==> src/verilog/ice_app_pkg.sv <==
package ice_app_pkg;

    // ====================
    // Sizes
    // ====================
    localparam int unsigned word_w        = 16;         // Buffer and data-in word
    localparam int unsigned buf_depth     = 256;        // One SD block of 512 bytes
    localparam int unsigned buf_addr_w    = $clog2(buf_depth);
    localparam int unsigned msg_type_w    = 8;
    localparam int unsigned msg_arg_w     = 56;
    localparam int unsigned msg_len       = msg_type_w + msg_arg_w;
    localparam int unsigned resp_len      = 64;

    // Block word that carries the CMD6 access mode in bits 11:8
    localparam int unsigned cmd6_word_idx = 8;

    // ====================
    // Message types
    // ====================
    localparam logic [msg_type_w-1:0] msg_nop     = 8'd0;
    localparam logic [msg_type_w-1:0] msg_echo    = 8'd1;
    localparam logic [msg_type_w-1:0] msg_led_set = 8'd2;
    localparam logic [msg_type_w-1:0] msg_status  = 8'd3;
    localparam logic [msg_type_w-1:0] msg_readout = 8'd4;

    // ====================
    // Structs
    // ====================

    // Host message as shifted in, MSB first
    typedef struct packed {
        logic [msg_type_w-1:0] msg_type;    // Top byte
        logic [msg_arg_w-1:0]  arg;
    } spi_msg_t;

    // One buffer access from either peer
    typedef struct packed {
        logic                  valid;
        logic                  write;       // 0 for a read
        logic [buf_addr_w-1:0] addr;
        logic [word_w-1:0]     wdata;
    } buf_req_t;

    // Block state reported by Status
    typedef struct packed {
        logic                  full;
        logic [3:0]            access_mode; // CMD6 nibble
        logic [buf_addr_w:0]   word_count;  // Up to buf_depth
    } blk_status_t;

endpackage

==> src/verilog/sd_block_writer.sv <==
`timescale 1ns/100ps

module sd_block_writer import ice_app_pkg::*; (
    input  logic              sd_datInWrite_clk,
    input  logic              spi_rst_,
    input  logic              dat_in_start,
    input  logic              dat_in_trigger,
    input  logic [word_w-1:0] dat_in_data,
    input  logic              readout_done,
    output logic              dat_in_ready,
    output buf_req_t          wr_req,
    output blk_status_t       blk_status
);
    logic [buf_addr_w:0] word_cnt;     // Words taken in this block
    logic                full;
    logic [3:0]          access_mode;
    logic                accept;

    // Hold off the SD side until the block is read out
    assign dat_in_ready = !full;
    assign accept       = dat_in_trigger && dat_in_ready;

    // Each accepted word goes straight to the buffer
    always_comb begin
        wr_req.valid = accept;
        wr_req.write = 1'b1;
        wr_req.addr  = word_cnt[buf_addr_w-1:0];
        wr_req.wdata = dat_in_data;
    end

    always_comb begin
        blk_status.full        = full;
        blk_status.access_mode = access_mode;
        blk_status.word_count  = word_cnt;
    end

    always_ff @(posedge sd_datInWrite_clk or negedge spi_rst_) begin
        if (!spi_rst_) begin
            word_cnt    <= '0;
            full        <= 1'b0;
            access_mode <= '0;
        end else begin
            if (dat_in_start) begin
                word_cnt <= '0;  // New block
                full     <= 1'b0;
            end else begin
                if (accept) begin
                    word_cnt <= word_cnt + 1'b1;
                end
                if (accept && word_cnt[buf_addr_w-1:0] == '1) begin
                    full <= 1'b1;  // Last word of the block
                end else if (readout_done) begin
                    full <= 1'b0;
                end
            end

            // CMD6 status block
            if (accept && word_cnt == cmd6_word_idx) begin
                access_mode <= dat_in_data[11:8];
            end
        end
    end

endmodule

==> config.mk <==
export PLATFORM = sky130hd
export DESIGN_NAME = sd_block_writer
export DESIGN_NICKNAME = d
export VERILOG_FILES = /design/src/verilog/ice_app_pkg.sv /design/src/verilog/sd_block_writer.sv
export SDC_FILE = /design/constraint.sdc
export NUM_CORES = 1
export LEC_CHECK = 0
export BUFFER_PORTS_ARGS = -buffer_cell sky130_fd_sc_hd__buf_2
export CELL_PAD_IN_SITES_DETAIL_PLACEMENT = 1
export CELL_PAD_IN_SITES_GLOBAL_PLACEMENT = 2
export CORE_AREA = 3 3 67 69
export CTS_BUF_LIST = sky130_fd_sc_hd__clkbuf_2 sky130_fd_sc_hd__clkbuf_4 sky130_fd_sc_hd__clkbuf_8
export DETAILED_ROUTE_END_ITERATION = 10
export DIE_AREA = 0 0 70 72
export GPL_TIMING_DRIVEN = 0
export PLACE_DENSITY_LB_ADDON = 0.1
export SETUP_SLACK_MARGIN = 0.02
export SLEW_MARGIN = 5
export SYNTH_ARGS = -nofsm -noshare
export SYNTH_HDL_FRONTEND = slang
export SYNTH_SLANG_ARGS = --single-unit
export TNS_END_PERCENT = 30
==> constraint.sdc <==
create_clock -name sd_datInWrite_clk -period 2.1 [get_ports sd_datInWrite_clk]
set_clock_uncertainty 0.2 [all_clocks]
set_input_delay 0.315 -clock sd_datInWrite_clk [delete_from_list [all_inputs] [get_ports sd_datInWrite_clk]]
set_output_delay 0.315 -clock sd_datInWrite_clk [all_outputs]
set_load 0.02 [all_outputs]
==> metrics.cfg <==
[setup_path]
slowest_stage = dfrtp_1
path_cells = nand2b_1, inv_1, buf_4, buf_2
r2r_setup_slack_ns = 0.28
worstReg2RegEnd = access_mode[1]
reg2reg_from = word_cnt[0]
start_kind = flop
max_stage_delay_ns = 0.41
crit_arrival_ns = 1.37
cp_data_required_time_ns = 1.58
crit_buf_inv = 3
path_class = reg -> out
reg2reg_depth = 5
critPathTopFamily = buffers and inverters
cp_max_fo = 7
cp-end-kind = output pin

[sta]
drv_slew = 0
fmaxAchievable_mhz = 529
fin_setup_tns_ns = 0
rsz0062_at_grt = no
whs_ns = 0.117
setup_viol = 0
fin_crit_sh_pct = 90.0
finalCriticalPeriod_ns = 1.89
finalHoldViolations = 0

[status]
status = completed

[floorplan]
die_y_um = 72
boundaryPins = 62
start_util_pct = 23.0
rows = 23
die_w_um = 70
die_area_um2 = 5040
core_area_um2 = 3970

[cts]
clk-insertion-delay-late_ns = 0.25
clkSlewWorstSetupHoldPaths_ns = 0.06
cts_buffer_depth = 2
cts_max_level = 1
numCtsBuffers = 3
post_cts_resized = 0
cts_tree = yes
cts.sinks = 14
root_buffer = clkbuf_8

[hold_path]
hold_end = access_mode[3]
min_from = dat_in_data[11]
hold_path.class = in -> reg
min_path_cells = 2

[placement]
dp_hpwl_um = 1930
port_buffers = 48
dpl_cell_area_um2 = 1210
gp_congestion = 0.658
placedCellCount = 192

[grt]
grt_max_degree = 15
grt_overflow_total = 0
grt_pass1_vias = 835
grt.total_usage_pct = 9.08
grt_pass1_wl_um = 3730
grt_antenna_before_repair = 0

[final_layout]
fin_area_um2 = 1280
syn_to_final_growth_pct = 40.3
antenna_cells = 0
nets = 171
fillers = 490
fin_cells = 197
layout-drive-gt1-share_pct = 59.9

[route]
viasPerCell = 4.25
first_pass_iters = 2
ant_nets = 0
wire_per_inst_um = 12.0
drc = 0
first_iter_violations = 7
drt_wl_total_um = 2360
vias = 837

[synth]
ys_seq_area_share_pct = 38.4
synth.net_count = 117
synth.avg_cell_area_um2 = 9.70
ys_ff_latch = 14
synth.distinct_cells = 27
syn_inst = 94
yosysWarnings = 0
syn_area_um2 = 912

[power_and_ir_drop]
p_leak_nw = 0.733
peakVddDrop_mv = 0.211
p_per_area_nw_per_um2 = 537

[run]
maxCapViolations = 0

synth_stat cells, drive strengths merged:
master | n | share of area, %
nand3 | 3 | 2.2
buf | 27 | 22
o21ai | 2 | 1.1
or4 | 3 | 2.5
o21ba | 1 | 1.1
ha | 2 | 2.7
xor2 | 1 | 0.96
xnor2 | 1 | 0.96
nand2 | 4 | 1.6
nand2b | 1 | 0.69
nor3 | 1 | 0.55
nor2b | 1 | 0.69
dfrtp | 14 | 38
or3 | 2 | 1.5
o31ai | 3 | 2.5
nor4bb | 1 | 1.1
conb | 1 | 0.41
nor4 | 2 | 1.4
inv | 6 | 2.5
a21oi | 6 | 3.3
nand3b | 1 | 0.82
clkbuf | 1 | 0.41
nand4b | 1 | 2.6
nor2 | 4 | 1.6
mux2 | 5 | 6.2
registers in the layout, indices dropped and copies added (netlist names):
name and cells:
full 1, word_cnt 9, access_mode 4
logic make-up after synthesis:
family / synth area share (%)
AOI/OAI and AO/OA: 7.96
adders and majority gates: 2.74
muxes: 6.17
other: 0.411
xor gates and xnor gates: 1.92
buffers and inverters: 25.1
DFF: 38.4
and+or+nand+nor: 17.3
worst register-to-register path, stage by stage (launching register included):
cell,delay [ns]
dfrtp_1,0.46
inv_1,0.09
ha_1,0.13
nor4bb_1,0.26
nand3_1,0.24
mux2_2,0.33
stage by stage:
stage               util [%]  total power (W)  setup slack (ns)
finish                  32.2         0.000687             0.210
global route            32.2         0.000717             0.109
CTS                     32.2         0.000701             0.186
detailed placement      30.6         0.000427             0.264
global placement        30.6         0.000425             0.281
floorplan                  -         0.000379             0.305
area by class of cell:
cell class	instances	area, um2	share of cell area (%)
Timing Repair Buffer	49	250	19.6
Inverter	6	22.5	1.76
Clock buffer	4	55.1	4.30
Sequential cell	14	350	27.4
Multi-Input combinational cell	46	333	26.0
Buffer	28	206	16.1
Tap cell	50	62.6	4.89
report_power, final:
part / internal, W / switching (W)
sequential: 0.000277 / 0.00000895
combinational: 0.0000608 / 0.0000746
clock: 0.000166 / 0.0000996
cells in the final DEF (no fill, tap or decap), types with 3 or more instances in the layout:
master,netlist,routed
or4_1,3,3
dfrtp_1,14,14
mux2_2,5,5
nor2_1,4,4
o31ai_1,3,3
buf_2,0,48
clkbuf_8,0,4
a21oi_1,6,6
inv_1,6,6
buf_4,27,27
nand2_1,4,4
metal layers:
metal | share of wire (%) | global-route usage (%) | wire length [um]
met5 | 0 | 0 | 0
met4 | 0.93 | 3.19 | 22
met3 | 6.3 | 2.35 | 148
met2 | 52 | 16.7 | 1230
met1 | 41 | 10.2 | 961
worst max-delay path by stage:
stage	depth (start not counted)	to	from	slack, ns
CTS	4	wr_req[25]	full	0.19
floorplan	4	word_cnt[8]	word_cnt[0]	0.30
global route	4	wr_req[25]	full	0.11
finish	4	wr_req[25]	full	0.21
detailed placement	5	access_mode[1]	word_cnt[0]	0.26
global placement	5	access_mode[2]	word_cnt[0]	0.28
repair_timing:
action / CTS / global route
hold buffers: 1 / 0
endpoints found under the hold margin: 14 / 0
setup buffers: 0 / 0
No activity file was read; power rests on OpenSTA's default activity.
