[src/verilog/ice_app_pkg.sv]
package ice_app_pkg;

    // ====================
    // Sizes
    // ====================
    localparam int unsigned word_w        = 16;         // Buffer and data-in word
    localparam int unsigned buf_depth     = 256;        // One SD block of 512 bytes
    localparam int unsigned buf_addr_w    = $clog2(buf_depth);
    localparam int unsigned msg_type_w    = 8;
    localparam int unsigned msg_arg_w     = 56;
    localparam int unsigned msg_len       = msg_type_w + msg_arg_w;
    localparam int unsigned resp_len      = 64;

    // Block word that carries the CMD6 access mode in bits 11:8
    localparam int unsigned cmd6_word_idx = 8;

    // ====================
    // Message types
    // ====================
    localparam logic [msg_type_w-1:0] msg_nop     = 8'd0;
    localparam logic [msg_type_w-1:0] msg_echo    = 8'd1;
    localparam logic [msg_type_w-1:0] msg_led_set = 8'd2;
    localparam logic [msg_type_w-1:0] msg_status  = 8'd3;
    localparam logic [msg_type_w-1:0] msg_readout = 8'd4;

    // ====================
    // Structs
    // ====================

    // Host message as shifted in, MSB first
    typedef struct packed {
        logic [msg_type_w-1:0] msg_type;    // Top byte
        logic [msg_arg_w-1:0]  arg;
    } spi_msg_t;

    // One buffer access from either peer
    typedef struct packed {
        logic                  valid;
        logic                  write;       // 0 for a read
        logic [buf_addr_w-1:0] addr;
        logic [word_w-1:0]     wdata;
    } buf_req_t;

    // Block state reported by Status
    typedef struct packed {
        logic                  full;
        logic [3:0]            access_mode; // CMD6 nibble
        logic [buf_addr_w:0]   word_count;  // Up to buf_depth
    } blk_status_t;

endpackage

[src/verilog/buffer_arbiter.sv]
`timescale 1ns/100ps

module buffer_arbiter import ice_app_pkg::*; (
    input  buf_req_t          wr_req,
    input  buf_req_t          rd_req,
    input  logic [word_w-1:0] ram_rdata,
    output logic              wr_grant,
    output logic              rd_grant,
    output buf_req_t          ram_req,
    output logic [word_w-1:0] rd_data
);
    // ====================
    // Fixed priority
    // ====================

    // Block writer cannot stall, so it always wins
    assign wr_grant = wr_req.valid;
    assign rd_grant = rd_req.valid && !wr_req.valid;  // Reader retries until granted

    always_comb begin
        if (wr_grant) begin
            ram_req = wr_req;
        end else if (rd_grant) begin
            ram_req = rd_req;
        end else begin
            ram_req = '0;  // Idle
        end
    end

    // Only the reader consumes read data
    assign rd_data = ram_rdata;

endmodule

[config.mk]
export PLATFORM = sky130hd
export DESIGN_NAME = buffer_arbiter
export DESIGN_NICKNAME = d
export VERILOG_FILES = /design/src/verilog/ice_app_pkg.sv /design/src/verilog/buffer_arbiter.sv
export SDC_FILE = /design/constraint.sdc
export NUM_CORES = 1
export LEC_CHECK = 0
export BUFFER_PORTS_ARGS = -buffer_cell sky130_fd_sc_hd__buf_2
export CAP_MARGIN = 20
export CORE_MARGIN = 5
export CORE_UTILIZATION = 22
export DETAILED_ROUTE_END_ITERATION = 8
export PLACE_DENSITY = 0.9
export SYNTH_ARGS = -nofsm -noshare
export SYNTH_HDL_FRONTEND = slang
export SYNTH_SLANG_ARGS = --single-unit
[constraint.sdc]
create_clock -name vclk -period 1
set_input_delay 0.1 -clock vclk [all_inputs]
set_output_delay 0.1 -clock vclk [all_outputs]
set_load 0.02 [all_outputs]
==> flow_summary_export.csv, run 1 <==
group,metric,value,unit
finish,seq_cell_count,0,
timing,setup_slack,0.0670,ns
grt,grt_max_degree,23,
pwr,power.density,592,nW/um^2
timing,tightest_slew,0.203,ns
grt,grtUsageTotal,13.5,%
grt,grt_overflow,0,
clock_tree,post_cts_buffers,0,
pwr,power.leakage,0.452,nW
pwr,clkPwrFrac,0,%
timing,min_period,0.933,ns
detailed_routing,drc,0,
timing,finalSetupTns,0,ns
detailed_routing,dr.pass1.iters,4,
detailed_routing,ant_nets,0,
worst_hold_path,min_from,"ram_rdata[11]",
timing,slew_viol_final,0,
finish,clock_buffers,0,
logic_synthesis,synth.avg_cell_area,8.43,sq um
die,fp.dieH,53.8,um
timing,grt_setup_unrepaired,"no",
logic_synthesis,synth_top_area_share,51.9,%
placed_design,place.gp.congestion,0.683,
timing,fin_hold_ws,0.200,ns
timing,setup_viol,0,
placed_design,dp_slack,0.0650,ns
setup_path,criticalPathCategory,"in -> out",
logic_synthesis,synth.distinct_cells,6,
grt,grt_pass1_vias,678,
logic_synthesis,synth_area_leaders,"a22o_1 (52%), buf_4 (30%), buf_6 (11%)",
finish,fin_util,40.0,%
worst_hold_path,hp-class,"in -> out",
worst_hold_path,hold_depth,0,
die,start_util,23.6,%
finish,drive_above_1_share,76.6,%
logic_synthesis,postSynthCellCount,50,
die,die_width,53.8,um
detailed_routing,wirelength,2240,um
finish,ff_latch_area,0,sq um
pwr,internal_power,0.200,mW
die,rows,15,
die,core-area,1780,sq um
finish,nets,181,
die,io_pins,112,
status,status,"finished, final reports clean",
pwr,combinationalPowerShare,100.0,%
timing,max_freq,1070,MHz
detailed_routing,wl_per_cell,16.5,um
run,cap_violations,0,
logic_synthesis,synth-warning-count,0,
finish,n_antenna_cell,0,
logic_synthesis,synth_fp_nets,118,
logic_synthesis,ys_seq_area_share,0,%
detailed_routing,via_count,662,
finish,mostFrequentLayoutCells,"buf_2 (80), a22o_1 (25), buf_4 (3)",
grt,antenna_found_initial,0,
logic_synthesis,syn-cell-area,422,sq um
timing,period_share,93.3,%
detailed_routing,routed_via_density,4.87,
pwr,switching_share,52.6,%
setup_path,crit_arrival,0.83,ns
finish,area_delta_synth_final,69.1,%
logic_synthesis,yosysTopAreaCell,"a22o_1",
pwr,power.total,0.422,mW
setup_path,crit_fanout,21,
pwr,seqPwrFrac,0,%
timing,hold_viol,0,
clock_tree,hold_buffers,0,
pwr,p_sw,0.222,mW
detailed_routing,drt_iter0_markers,7,
timing,relSlewSlack,86.5,%
setup_path,cp.required,0.90,ns
pwr,irDropWorstVdd,0.286,mV
worst_hold_path,whs_endpoint,"rd_data[11]",
setup_path,end_kind,"output pin",
finish,final_common_cell,"buf_2",
setup_path,startpoint_type,"primary input",
die,die_area,2890,sq um
clock_tree,cts_resized,0,
grt,grt_pass1_wl,2910,um
placed_design,io_buffers,80,
## per-stage QoR
stage,instances,instance area [sq um]
2_1_floorplan,50,422
3_3_place_gp,136,713
3_5_place_dp,136,713
4_1_cts,136,713
5_1_grt,136,713
6_report,136,713
## how the worst max path moves through the flow
stage,from,endpoint,slack [ns],cells after the start
5_1_grt,wr_req[25],ram_req[8],0.03,5
2_1_floorplan,wr_req[25],ram_req[15],0.09,5
3_5_place_dp,wr_req[25],ram_req[15],0.06,5
4_1_cts,wr_req[25],ram_req[15],0.06,5
3_3_place_gp,rd_req[25],ram_req[24],0.09,5
6_report,wr_req[25],ram_req[8],0.07,5
## synth_stat cells, drive strengths merged
library cell,instances
a22o,25
buf,23
nor2b,1
or2,1
## power groups by stage
stage          Combinational, mW  Clock [mW]  Sequential, mW
3_3_place_gp               0.418           0               0
5_1_grt                    0.451           0               0
3_5_place_dp               0.427           0               0
4_1_cts                    0.428           0               0
2_1_floorplan              0.329           0               0
6_report                   0.422           0               0
## layout make-up
| type | instances | area (sq um) |
|---|---|---|
| Timing Repair Buffer | 84 | 443 |
| Tap cell | 25 | 31.3 |
| Fill cell | 198 | 1070 |
| Multi-Input combinational cell | 27 | 239 |
## per-layer routing
layer	vias to the layer above	GRT usage [%]	wire (um)
li1	299	-	-
met5	-	0	0
met3	8	1.66	208
met2	42	30.6	1330
met4	0	1.70	34
met1	313	12.3	666
## cells by family after synthesis
logic type | count (synthesis) | synth area share, %
compound gates | 25 | 51.9
buf+inv | 23 | 43.3
simple gates | 2 | 4.75
## critical path, stage by stage
cell     delay [ns]
buf_2          0.12
nor2b_4        0.14
buf_12         0.16
a22o_1         0.15
buf_2          0.16
Note: power is estimated with default switching activity, not from simulation.
==> run 2, diff against run 1 <==
--- a/config.mk
+++ b/config.mk
@@ -16 +16,2 @@
 export SYNTH_SLANG_ARGS = --single-unit
+export TNS_END_PERCENT = 100
==> constraint.sdc (replaced) <==
create_clock -name vclk -period 1
set_input_delay 0.1 -clock vclk [all_inputs]
set_output_delay 0.1 -clock vclk [all_outputs]
set_load 0.01 [all_outputs]
==> run 2 against run 1 <==
  * Global-route usage rose by 0.74 points
  * Final area unchanged
  * Die area unchanged
  * Routed wire length is 2.5% higher
  * Worst setup slack better by 0.023 ns
  * Sequential cell count is the same
  * Via count decreased by 2.3%
  * Critical path depth unchanged
  * Cell count did not move
  * Combinational power fell by 14%
  * Hold slack about the same
  * Critical endpoint is now ram_req[19]
  * Largest cell class unchanged
  * Core utilization stayed put
==> flow_summary_export.csv, run 2 (same netlist as run 1, synthesis figures left out) <==
group,metric,value,unit
setup_path,crit_arrival,0.81,ns
pwr,switching_share,44.7,%
timing,max_freq,1100,MHz
setup_path,startpoint_type,"primary input",
finish,seq_cell_count,0,
pwr,irDropWorstVdd,0.214,mV
clock_tree,cts_resized,0,
timing,hold_viol,0,
detailed_routing,ant_nets,0,
finish,final_common_cell,"buf_2",
grt,grt_pass1_vias,646,
setup_path,slowest_stage,"buf_12",
status,status,"finished, final reports clean",
setup_path,end_kind,"output pin",
setup_path,path_cells,"buf_2 -> nor2b_4 -> buf_12 -> a22o_1 -> buf_2",
detailed_routing,via_count,647,
detailed_routing,wl_per_cell,16.9,um
placed_design,place.gp.congestion,0.704,
die,die_area,2890,sq um
timing,grt_setup_unrepaired,"no",
pwr,power.density,506,nW/um^2
worst_hold_path,whs_endpoint,"rd_data[11]",
timing,min_period,0.910,ns
placed_design,placed_cells,136,
finish,ff_latch_area,0,sq um
detailed_routing,routed_via_density,4.76,
finish,mostFrequentLayoutCells,"buf_2 (80), a22o_1 (25), buf_4 (3)",
worst_hold_path,hp-class,"in -> out",
finish,clock_buffers,0,
finish,nets,181,
setup_path,crit_top_cell,"buf_2",
die,start_util,23.6,%
die,fp.dieH,53.8,um
pwr,combinationalPowerShare,100.0,%
pwr,power.leakage,0.452,nW
setup_path,cp.required,0.90,ns
finish,drive_above_1_share,76.6,%
die,core-area,1780,sq um
worst_hold_path,hold_depth,0,
finish,fin_util,40.0,%
die,die_width,53.8,um
finish,area_delta_synth_final,69.1,%
grt,grtUsageTotal,14.3,%
grt,antenna_found_initial,0,
timing,slew_viol_final,0,
grt,grt_overflow,0,
timing,tightest_slew,0.204,ns
timing,fin_hold_ws,0.200,ns
setup_path,crit_fanout,21,
grt,grt_max_degree,23,
pwr,p_sw,0.161,mW
finish,final_cells,136,
timing,relSlewSlack,86.4,%
detailed_routing,wirelength,2300,um
setup_path,criticalPathCategory,"in -> out",
pwr,internal_power,0.200,mW
die,rows,15,
timing,finalSetupTns,0,ns
timing,period_share,91.0,%
clock_tree,post_cts_buffers,0,
placed_design,io_buffers,80,
run,cap_violations,0,
pwr,clkPwrFrac,0,%
pwr,seqPwrFrac,0,%
die,io_pins,112,
finish,n_antenna_cell,0,
worst_hold_path,min_from,"ram_rdata[11]",
detailed_routing,dr.pass1.iters,4,
grt,grt_pass1_wl,3000,um
timing,setup_viol,0,
setup_path,slowest_delay,0.16,ns
clock_tree,hold_buffers,0,
detailed_routing,drc,0,
pwr,power.total,0.361,mW
detailed_routing,drt_iter0_markers,4,
## run 2: cell counts in the layout (fill, tap and decap cells not counted)
No cell type changed its count.
## run 2: how the worst max path moves through the flow
stage	slack, ns	depth (start not counted)	start	to
after floorplan	0.17	5	wr_req[25]	ram_req[15]
after global placement	0.11	5	rd_req[25]	ram_req[12]
after detailed placement	0.09	5	wr_req[25]	ram_req[19]
after CTS	0.08	5	wr_req[25]	ram_req[19]
after global routing	0.04	5	wr_req[25]	ram_req[19]
final	0.09	5	wr_req[25]	ram_req[19]
## run 2: cell type report
cell class | count | area [sq um]
fill | 192 | 1070
multi-input combinational | 27 | 239
tap | 25 | 31.3
timing repair buffer | 84 | 443
## run 2: through the flow
stage	area [sq um]	setup slack, ns
after global placement	713	0.107
after floorplan	422	0.173
final	713	0.0903
after global routing	713	0.0419
after detailed placement	713	0.0899
after CTS	713	0.0842
## run 2: per-layer routing
layer	global-route usage [%]	vias up	part of all wire, %
met3	0.831	8	6.4
li1	-	299	-
met4	1.70	0	1.5
met1	13.4	300	33
met5	0	-	0
met2	32.5	40	59
## run 2: critical path: cells and delay by family
| kind | cells | cell delay [ns] |
|---|---|---|
| AOI/OAI and AO/OA | 1 | 0.14 |
| buffers and inverters | 3 | 0.42 |
| and+or+nand+nor | 1 | 0.14 |
## run 2: power groups by stage
stage               Clock [mW]  Sequential, mW  Combinational [mW]
floorplan                    0               0               0.238
global placement             0               0               0.355
detailed placement           0               0               0.364
CTS                          0               0               0.365
global route                 0               0               0.389
finish                       0               0               0.361
