## config.mk

```make
export PLATFORM = sky130hd
export DESIGN_NAME = spi_msg_engine
export DESIGN_NICKNAME = d
export VERILOG_FILES = /design/src/verilog/ice_app_pkg.sv /design/src/verilog/spi_msg_engine.sv
export SDC_FILE = /design/constraint.sdc
export NUM_CORES = 1
export LEC_CHECK = 0
export ABC_AREA = 0
export ABC_CLOCK_PERIOD_IN_PS = 4800
export BUFFER_PORTS_ARGS = -buffer_cell sky130_fd_sc_hd__buf_2
export CAP_MARGIN = 20
export CORE_MARGIN = 4
export CORE_UTILIZATION = 59
export DETAILED_ROUTE_END_ITERATION = 10
export HOLD_SLACK_MARGIN = 0.05
export PLACE_DENSITY_LB_ADDON = 0.05
export SLEW_MARGIN = 20
export SYNTH_ARGS = -nofsm -noshare
export SYNTH_HDL_FRONTEND = slang
export SYNTH_SLANG_ARGS = --single-unit
```

## constraint.sdc

```tcl
create_clock -name sd_datInWrite_clk -period 4.8 [get_ports sd_datInWrite_clk]
set_input_delay 0.96 -clock sd_datInWrite_clk [delete_from_list [all_inputs] [get_ports sd_datInWrite_clk]]
set_output_delay 0.96 -clock sd_datInWrite_clk [all_outputs]
set_load 0.01 [all_outputs]
```

## src/verilog/ice_app_pkg.sv

```systemverilog
package ice_app_pkg;

    // ====================
    // Sizes
    // ====================
    localparam int unsigned word_w        = 16;         // Buffer and data-in word
    localparam int unsigned buf_depth     = 256;        // One SD block of 512 bytes
    localparam int unsigned buf_addr_w    = $clog2(buf_depth);
    localparam int unsigned msg_type_w    = 8;
    localparam int unsigned msg_arg_w     = 56;
    localparam int unsigned msg_len       = msg_type_w + msg_arg_w;
    localparam int unsigned resp_len      = 64;

    // Block word that carries the CMD6 access mode in bits 11:8
    localparam int unsigned cmd6_word_idx = 8;

    // ====================
    // Message types
    // ====================
    localparam logic [msg_type_w-1:0] msg_nop     = 8'd0;
    localparam logic [msg_type_w-1:0] msg_echo    = 8'd1;
    localparam logic [msg_type_w-1:0] msg_led_set = 8'd2;
    localparam logic [msg_type_w-1:0] msg_status  = 8'd3;
    localparam logic [msg_type_w-1:0] msg_readout = 8'd4;

    // ====================
    // Structs
    // ====================

    // Host message as shifted in, MSB first
    typedef struct packed {
        logic [msg_type_w-1:0] msg_type;    // Top byte
        logic [msg_arg_w-1:0]  arg;
    } spi_msg_t;

    // One buffer access from either peer
    typedef struct packed {
        logic                  valid;
        logic                  write;       // 0 for a read
        logic [buf_addr_w-1:0] addr;
        logic [word_w-1:0]     wdata;
    } buf_req_t;

    // Block state reported by Status
    typedef struct packed {
        logic                  full;
        logic [3:0]            access_mode; // CMD6 nibble
        logic [buf_addr_w:0]   word_count;  // Up to buf_depth
    } blk_status_t;

endpackage

```

## src/verilog/spi_msg_engine.sv

```systemverilog
`timescale 1ns/100ps

module spi_msg_engine import ice_app_pkg::*; (
    input  logic              sd_datInWrite_clk,
    input  logic              spi_rst_,
    input  logic              spi_data_in,
    input  blk_status_t       blk_status,
    input  logic              rd_grant,
    input  logic [word_w-1:0] rd_data,
    output logic              spi_data_out,
    output logic              spi_data_out_en,
    output logic [3:0]        led,
    output buf_req_t          rd_req,
    output logic              readout_done
);
    typedef enum logic [2:0] {
        st_idle,        // Waiting for start bit
        st_msg_in,
        st_decode,
        st_resp,
        st_readout
    } state_t;

    state_t              state;
    logic [6:0]          bit_cnt;       // Message in, response out
    spi_msg_t            msg_sr;
    logic [resp_len-1:0] resp_sr;

    // ====================
    // Readout
    // ====================
    logic [buf_addr_w:0] fetch_cnt;     // Next address to fetch
    logic [buf_addr_w:0] words_sent;
    logic [3:0]          word_bits;     // Bits left in current word
    logic                data_due;      // RAM data lands this cycle
    logic                pre_valid;     // Prefetched word waiting
    logic [word_w-1:0]   pre_word;
    logic [word_w-1:0]   word_sr;
    logic                rd_fetch;
    logic                word_load;

    // Fetch the next word while the current one shifts out
    assign rd_fetch  = (state == st_readout) && !fetch_cnt[buf_addr_w] && !pre_valid && !data_due;
    assign word_load = (state == st_readout) && (word_bits == '0) && pre_valid;

    always_comb begin
        rd_req       = '0;
        rd_req.valid = rd_fetch;
        rd_req.addr  = fetch_cnt[buf_addr_w-1:0];
    end

    always_ff @(posedge sd_datInWrite_clk or negedge spi_rst_) begin
        if (!spi_rst_) begin
            state           <= st_idle;
            bit_cnt         <= '0;
            led             <= '0;
            spi_data_out    <= 1'b0;
            spi_data_out_en <= 1'b0;
            readout_done    <= 1'b0;
            fetch_cnt       <= '0;
            words_sent      <= '0;
            word_bits       <= '0;
            data_due        <= 1'b0;
            pre_valid       <= 1'b0;
        end else begin
            spi_data_out_en <= 1'b0;
            readout_done    <= 1'b0;
            case (state)
                st_idle: begin
                    if (spi_data_in) begin
                        bit_cnt <= 7'(msg_len);
                        state   <= st_msg_in;
                    end
                end
                st_msg_in: begin
                    bit_cnt <= bit_cnt - 1'b1;
                    if (bit_cnt == 7'd1) state <= st_decode;
                end
                st_decode: begin
                    state <= st_idle;
                    case (msg_sr.msg_type)
                        msg_echo, msg_status: begin
                            bit_cnt <= 7'(resp_len);
                            state   <= st_resp;
                        end
                        msg_led_set: led <= msg_sr.arg[3:0];
                        msg_readout: begin
                            fetch_cnt  <= '0;
                            words_sent <= '0;
                            word_bits  <= '0;
                            state      <= st_readout;
                        end
                        default: ;  // Nop and unknown types
                    endcase
                end
                st_resp: begin
                    if (bit_cnt != '0) begin
                        spi_data_out_en <= 1'b1;
                        spi_data_out    <= resp_sr[resp_len-1];
                        bit_cnt         <= bit_cnt - 1'b1;
                    end else begin
                        state <= st_idle;
                    end
                end
                st_readout: begin
                    if (rd_fetch && rd_grant) fetch_cnt <= fetch_cnt + 1'b1;
                    data_due <= rd_fetch && rd_grant;
                    if (data_due) begin
                        pre_valid <= 1'b1;
                    end else if (word_load) begin
                        pre_valid <= 1'b0;
                    end
                    if (word_load) begin
                        spi_data_out_en <= 1'b1;
                        spi_data_out    <= pre_word[word_w-1];  // MSB goes out on load
                        word_bits       <= 4'(word_w - 1);
                        words_sent      <= words_sent + 1'b1;
                    end else if (word_bits != '0) begin
                        spi_data_out_en <= 1'b1;
                        spi_data_out    <= word_sr[word_w-1];
                        word_bits       <= word_bits - 1'b1;
                    end else if (words_sent[buf_addr_w]) begin
                        readout_done <= 1'b1;  // Last bit just went out
                        state        <= st_idle;
                    end
                end
                default: state <= st_idle;
            endcase
        end
    end

    // Shift registers
    always_ff @(posedge sd_datInWrite_clk) begin
        if (state == st_msg_in) msg_sr <= {msg_sr[msg_len-2:0], spi_data_in};
        if (state == st_decode) begin
            if (msg_sr.msg_type == msg_echo) begin
                resp_sr <= {msg_echo, msg_sr.arg};
            end else begin
                resp_sr <= resp_len'(blk_status);
            end
        end else if (state == st_resp) begin
            resp_sr <= {resp_sr[resp_len-2:0], 1'b0};
        end
        if (data_due) pre_word <= rd_data;
        if (word_load) begin
            word_sr <= {pre_word[word_w-2:0], 1'b0};
        end else if (word_bits != '0) begin
            word_sr <= {word_sr[word_w-2:0], 1'b0};
        end
    end

endmodule

```

==> results.toml <==
[run_status]
outcome = "finished, final reports clean"

[worst_setup_path]
crit_chain = "inv_1, ha_1, nor3b_2, nand3_1, nand2_1"
crit_path_max_fanout = 20
reg2reg_to = "word_sr[9]"
cp-start-kind = "flip-flop"
worstSetupPathType = "reg -> reg"
ff2ff_setup_slack_ns = 2.05
r2r-start = "word_bits[0]"
end_kind = "flip-flop"
cp.arrival_ns = 2.82
crit_path_top_delay_cell = "nand2_1"
r2r_cells = 5
required_ns = 4.87
slowest_delay_ns = 0.69

[logic_synthesis]
ys_warn_count = 0
yosysUniqueCellTypes = 48
yosysMostFrequentCell = "nand2_1"
synthSimpleGateAreaFrac = 0.175
ys_seq_area_frac = 0.698
synth_top_area_frac = 0.574
syn_area_per_cell_um2 = 12.5
synth_top_family_by_area = "simple AND/OR/NAND/NOR gates"
synth_flop_cell = "edfxtp_1"
synth_compound_gate_area_share = 0.0349
synth_xor_area_frac = 0.00843
syn-instance-count = 663
synthesis.area_um2 = 8310
synthMuxAreaShare = 0.0291
synth.largest_area_cell = "edfxtp_1"
synth_fa_ha_area_frac = 0.00903
ys_ff_latch = 200
synth_edf_count = 159
synth_area_leaders = "edfxtp_1, dfrtp_1, nand2_1, nand3_1, buf_4"
synth_common_cells = "nand2_1, edfxtp_1, nand3_1"
ys_async_sr_fraction = 0.205

[global_route]
grt_overflow = 0
grt_max_degree = 78
antenna_found_initial = 0
grt_pass1_wl_mm = 23.8
first_global_vias = 4833
grt_usage = 0.186

[routing]
vias = 4817
vias_per_cell = 5.42
wl_mm = 13.9
remaining_drc_errors = 0
wl_per_cell_um = 15.7
first_pass_iters = 4
ant_nets = 0
drt-initial-drc-count = 401

[clocking]
tritoncts = "yes"
cts_resized = 0
path_clk_slew_ns = 0.07
cts_buffers = 17
clk_latency_ns = 0.43
hold_buffers = 0
cts_setup_buffers = 0
htreeDepth = 4
clock_tree.root_cell = "clkbuf_16"
cts_buffer_depth = 2
clock-sinks = 200

[min_path]
hold_path_class = "reg -> reg"
min_to = "msg_sr[63]"
hold_start = "msg_sr[62]"
hold-path-cell-count = 0

[timing]
slew_viol_final = 0
max_freq_mhz = 363
tightest_slew_ns = 0.997
rsz0062_at_grt = "false"
fin_setup_tns_ns = 0
period_needed_ns = 2.75
hold_viol = 0
fin_skew_ns = 0.00757
relSlewSlack = 0.334
finalSetupViolCount = 0
worst_hold_slack_ns = 0.443
fin_crit_sh = 0.574

[finish]
fillerInstances = 1052
diodes = 0
final_nets = 736
drive_above_1_share = 0.147
area.growth.synth_to_final_pct = 10.7
final_cells = 889

[pwr]
total_power_mw = 3.38
peakVddDrop_mv = 0.323
p_per_area_nw_per_um2 = 368
cellLeakagePower_nw = 3.72

[place]
finalWeightedCongestion = 0.798
io_buffers = 49
place_inst = 856
dp_hpwl_mm = 8.37

[run]
max_cap_viol_count = 0

[floorplanning]
die_x_um = 127
coreArea_um2 = 13800
start_util = 0.601
rows = 43
die_h_um = 127
die_area_um2 = 16100
io_pins = 67
registers in the layout (all words and copies together) (netlist names):
name,cells
msg_sr,64
resp_sr,64
pre_word,16
word_sr,15
fetch_cnt,9
words_sent,9
bit_cnt,7
led,4
word_bits,4
state,3
data_due,1
pre_valid,1
readout_done,1
spi_data_out,1
spi_data_out_en,1
cell families after synthesis:
family | after synthesis
other | 1
DFF | 200
AOI/OAI and AO/OA | 51
buffers and inverters | 64
and+or+nand+nor | 311
muxes | 22
adders and majority gates | 6
xor gates and xnor gates | 8
layout make-up:
class / instances / area, um^2 / share of cell area
Tap cell: 180 / 225 / 0.0245
Sequential cell: 200 / 5800 / 0.631
Clock inverter: 10 / 143 / 0.0155
Multi-Input combinational cell: 415 / 2230 / 0.242
Timing Repair Buffer: 55 / 310 / 0.0337
Inverter: 7 / 26.3 / 0.00286
Clock buffer: 22 / 464 / 0.0505
how the worst max path moves through the flow:
stage | to | slack, ns | startpoint | depth (start not counted)
floorplan | msg_sr[0] | 0.95 | state[2] | 3
global placement | word_sr[8] | 2.18 | word_bits[0] | 5
CTS | word_sr[11] | 2.02 | word_bits[0] | 5
global route | word_sr[6] | 1.73 | word_bits[0] | 5
finish | word_sr[9] | 2.05 | word_bits[0] | 5
detailed placement | word_sr[9] | 2.01 | word_bits[0] | 5
critical path, delay by kind of cell, from the launching register on:
kind,cells,cell delay [ns]
flip-flops,1,0.39
buffers and inverters,1,0.11
AND/OR/NAND/NOR,3,1.69
adder cells (fa/ha/maj),1,0.20
metal layers:
layer	global-route usage	vias up	wire [um]
li1	-	2354	-
met1	0.263	2339	6690
met2	0.281	105	6420
met3	0.0442	19	559
met4	0.0776	0	259
met5	0	-	0
cell usage in the layout (no fill, tap or decap), drive strengths merged, types with 6 or more instances in the layout:
| master | netlist | final |
|---|---|---|
| ha | 6 | 6 |
| o21ai | 38 | 38 |
| xor2 | 6 | 6 |
| buf | 39 | 55 |
| dfrtp | 41 | 41 |
| and2 | 10 | 10 |
| or3 | 6 | 6 |
| nor3 | 9 | 9 |
| mux2i | 17 | 17 |
| conb | 1 | 17 |
| nand3 | 56 | 56 |
| nand2 | 173 | 173 |
| edfxtp | 159 | 159 |
| clkbuf | 18 | 22 |
| inv | 7 | 8 |
| nor2 | 26 | 26 |
where the power goes:
part	switching (mW)	leakage (nW)	internal (mW)
registers	0.0147	2.02	1.89
clock network	0.601	0.295	0.850
logic	0.0181	1.41	0.0123
metrics by stage:
stage,instance area [um^2],util,setup WS [ns]
global route,9200,0.665,1.73
floorplan,8370,-,0.953
finish,9200,0.665,2.05
detailed placement,8560,0.619,2.01
global placement,8560,0.619,2.18
CTS,9170,0.663,2.02
No activity file was read; power rests on OpenSTA's default activity.
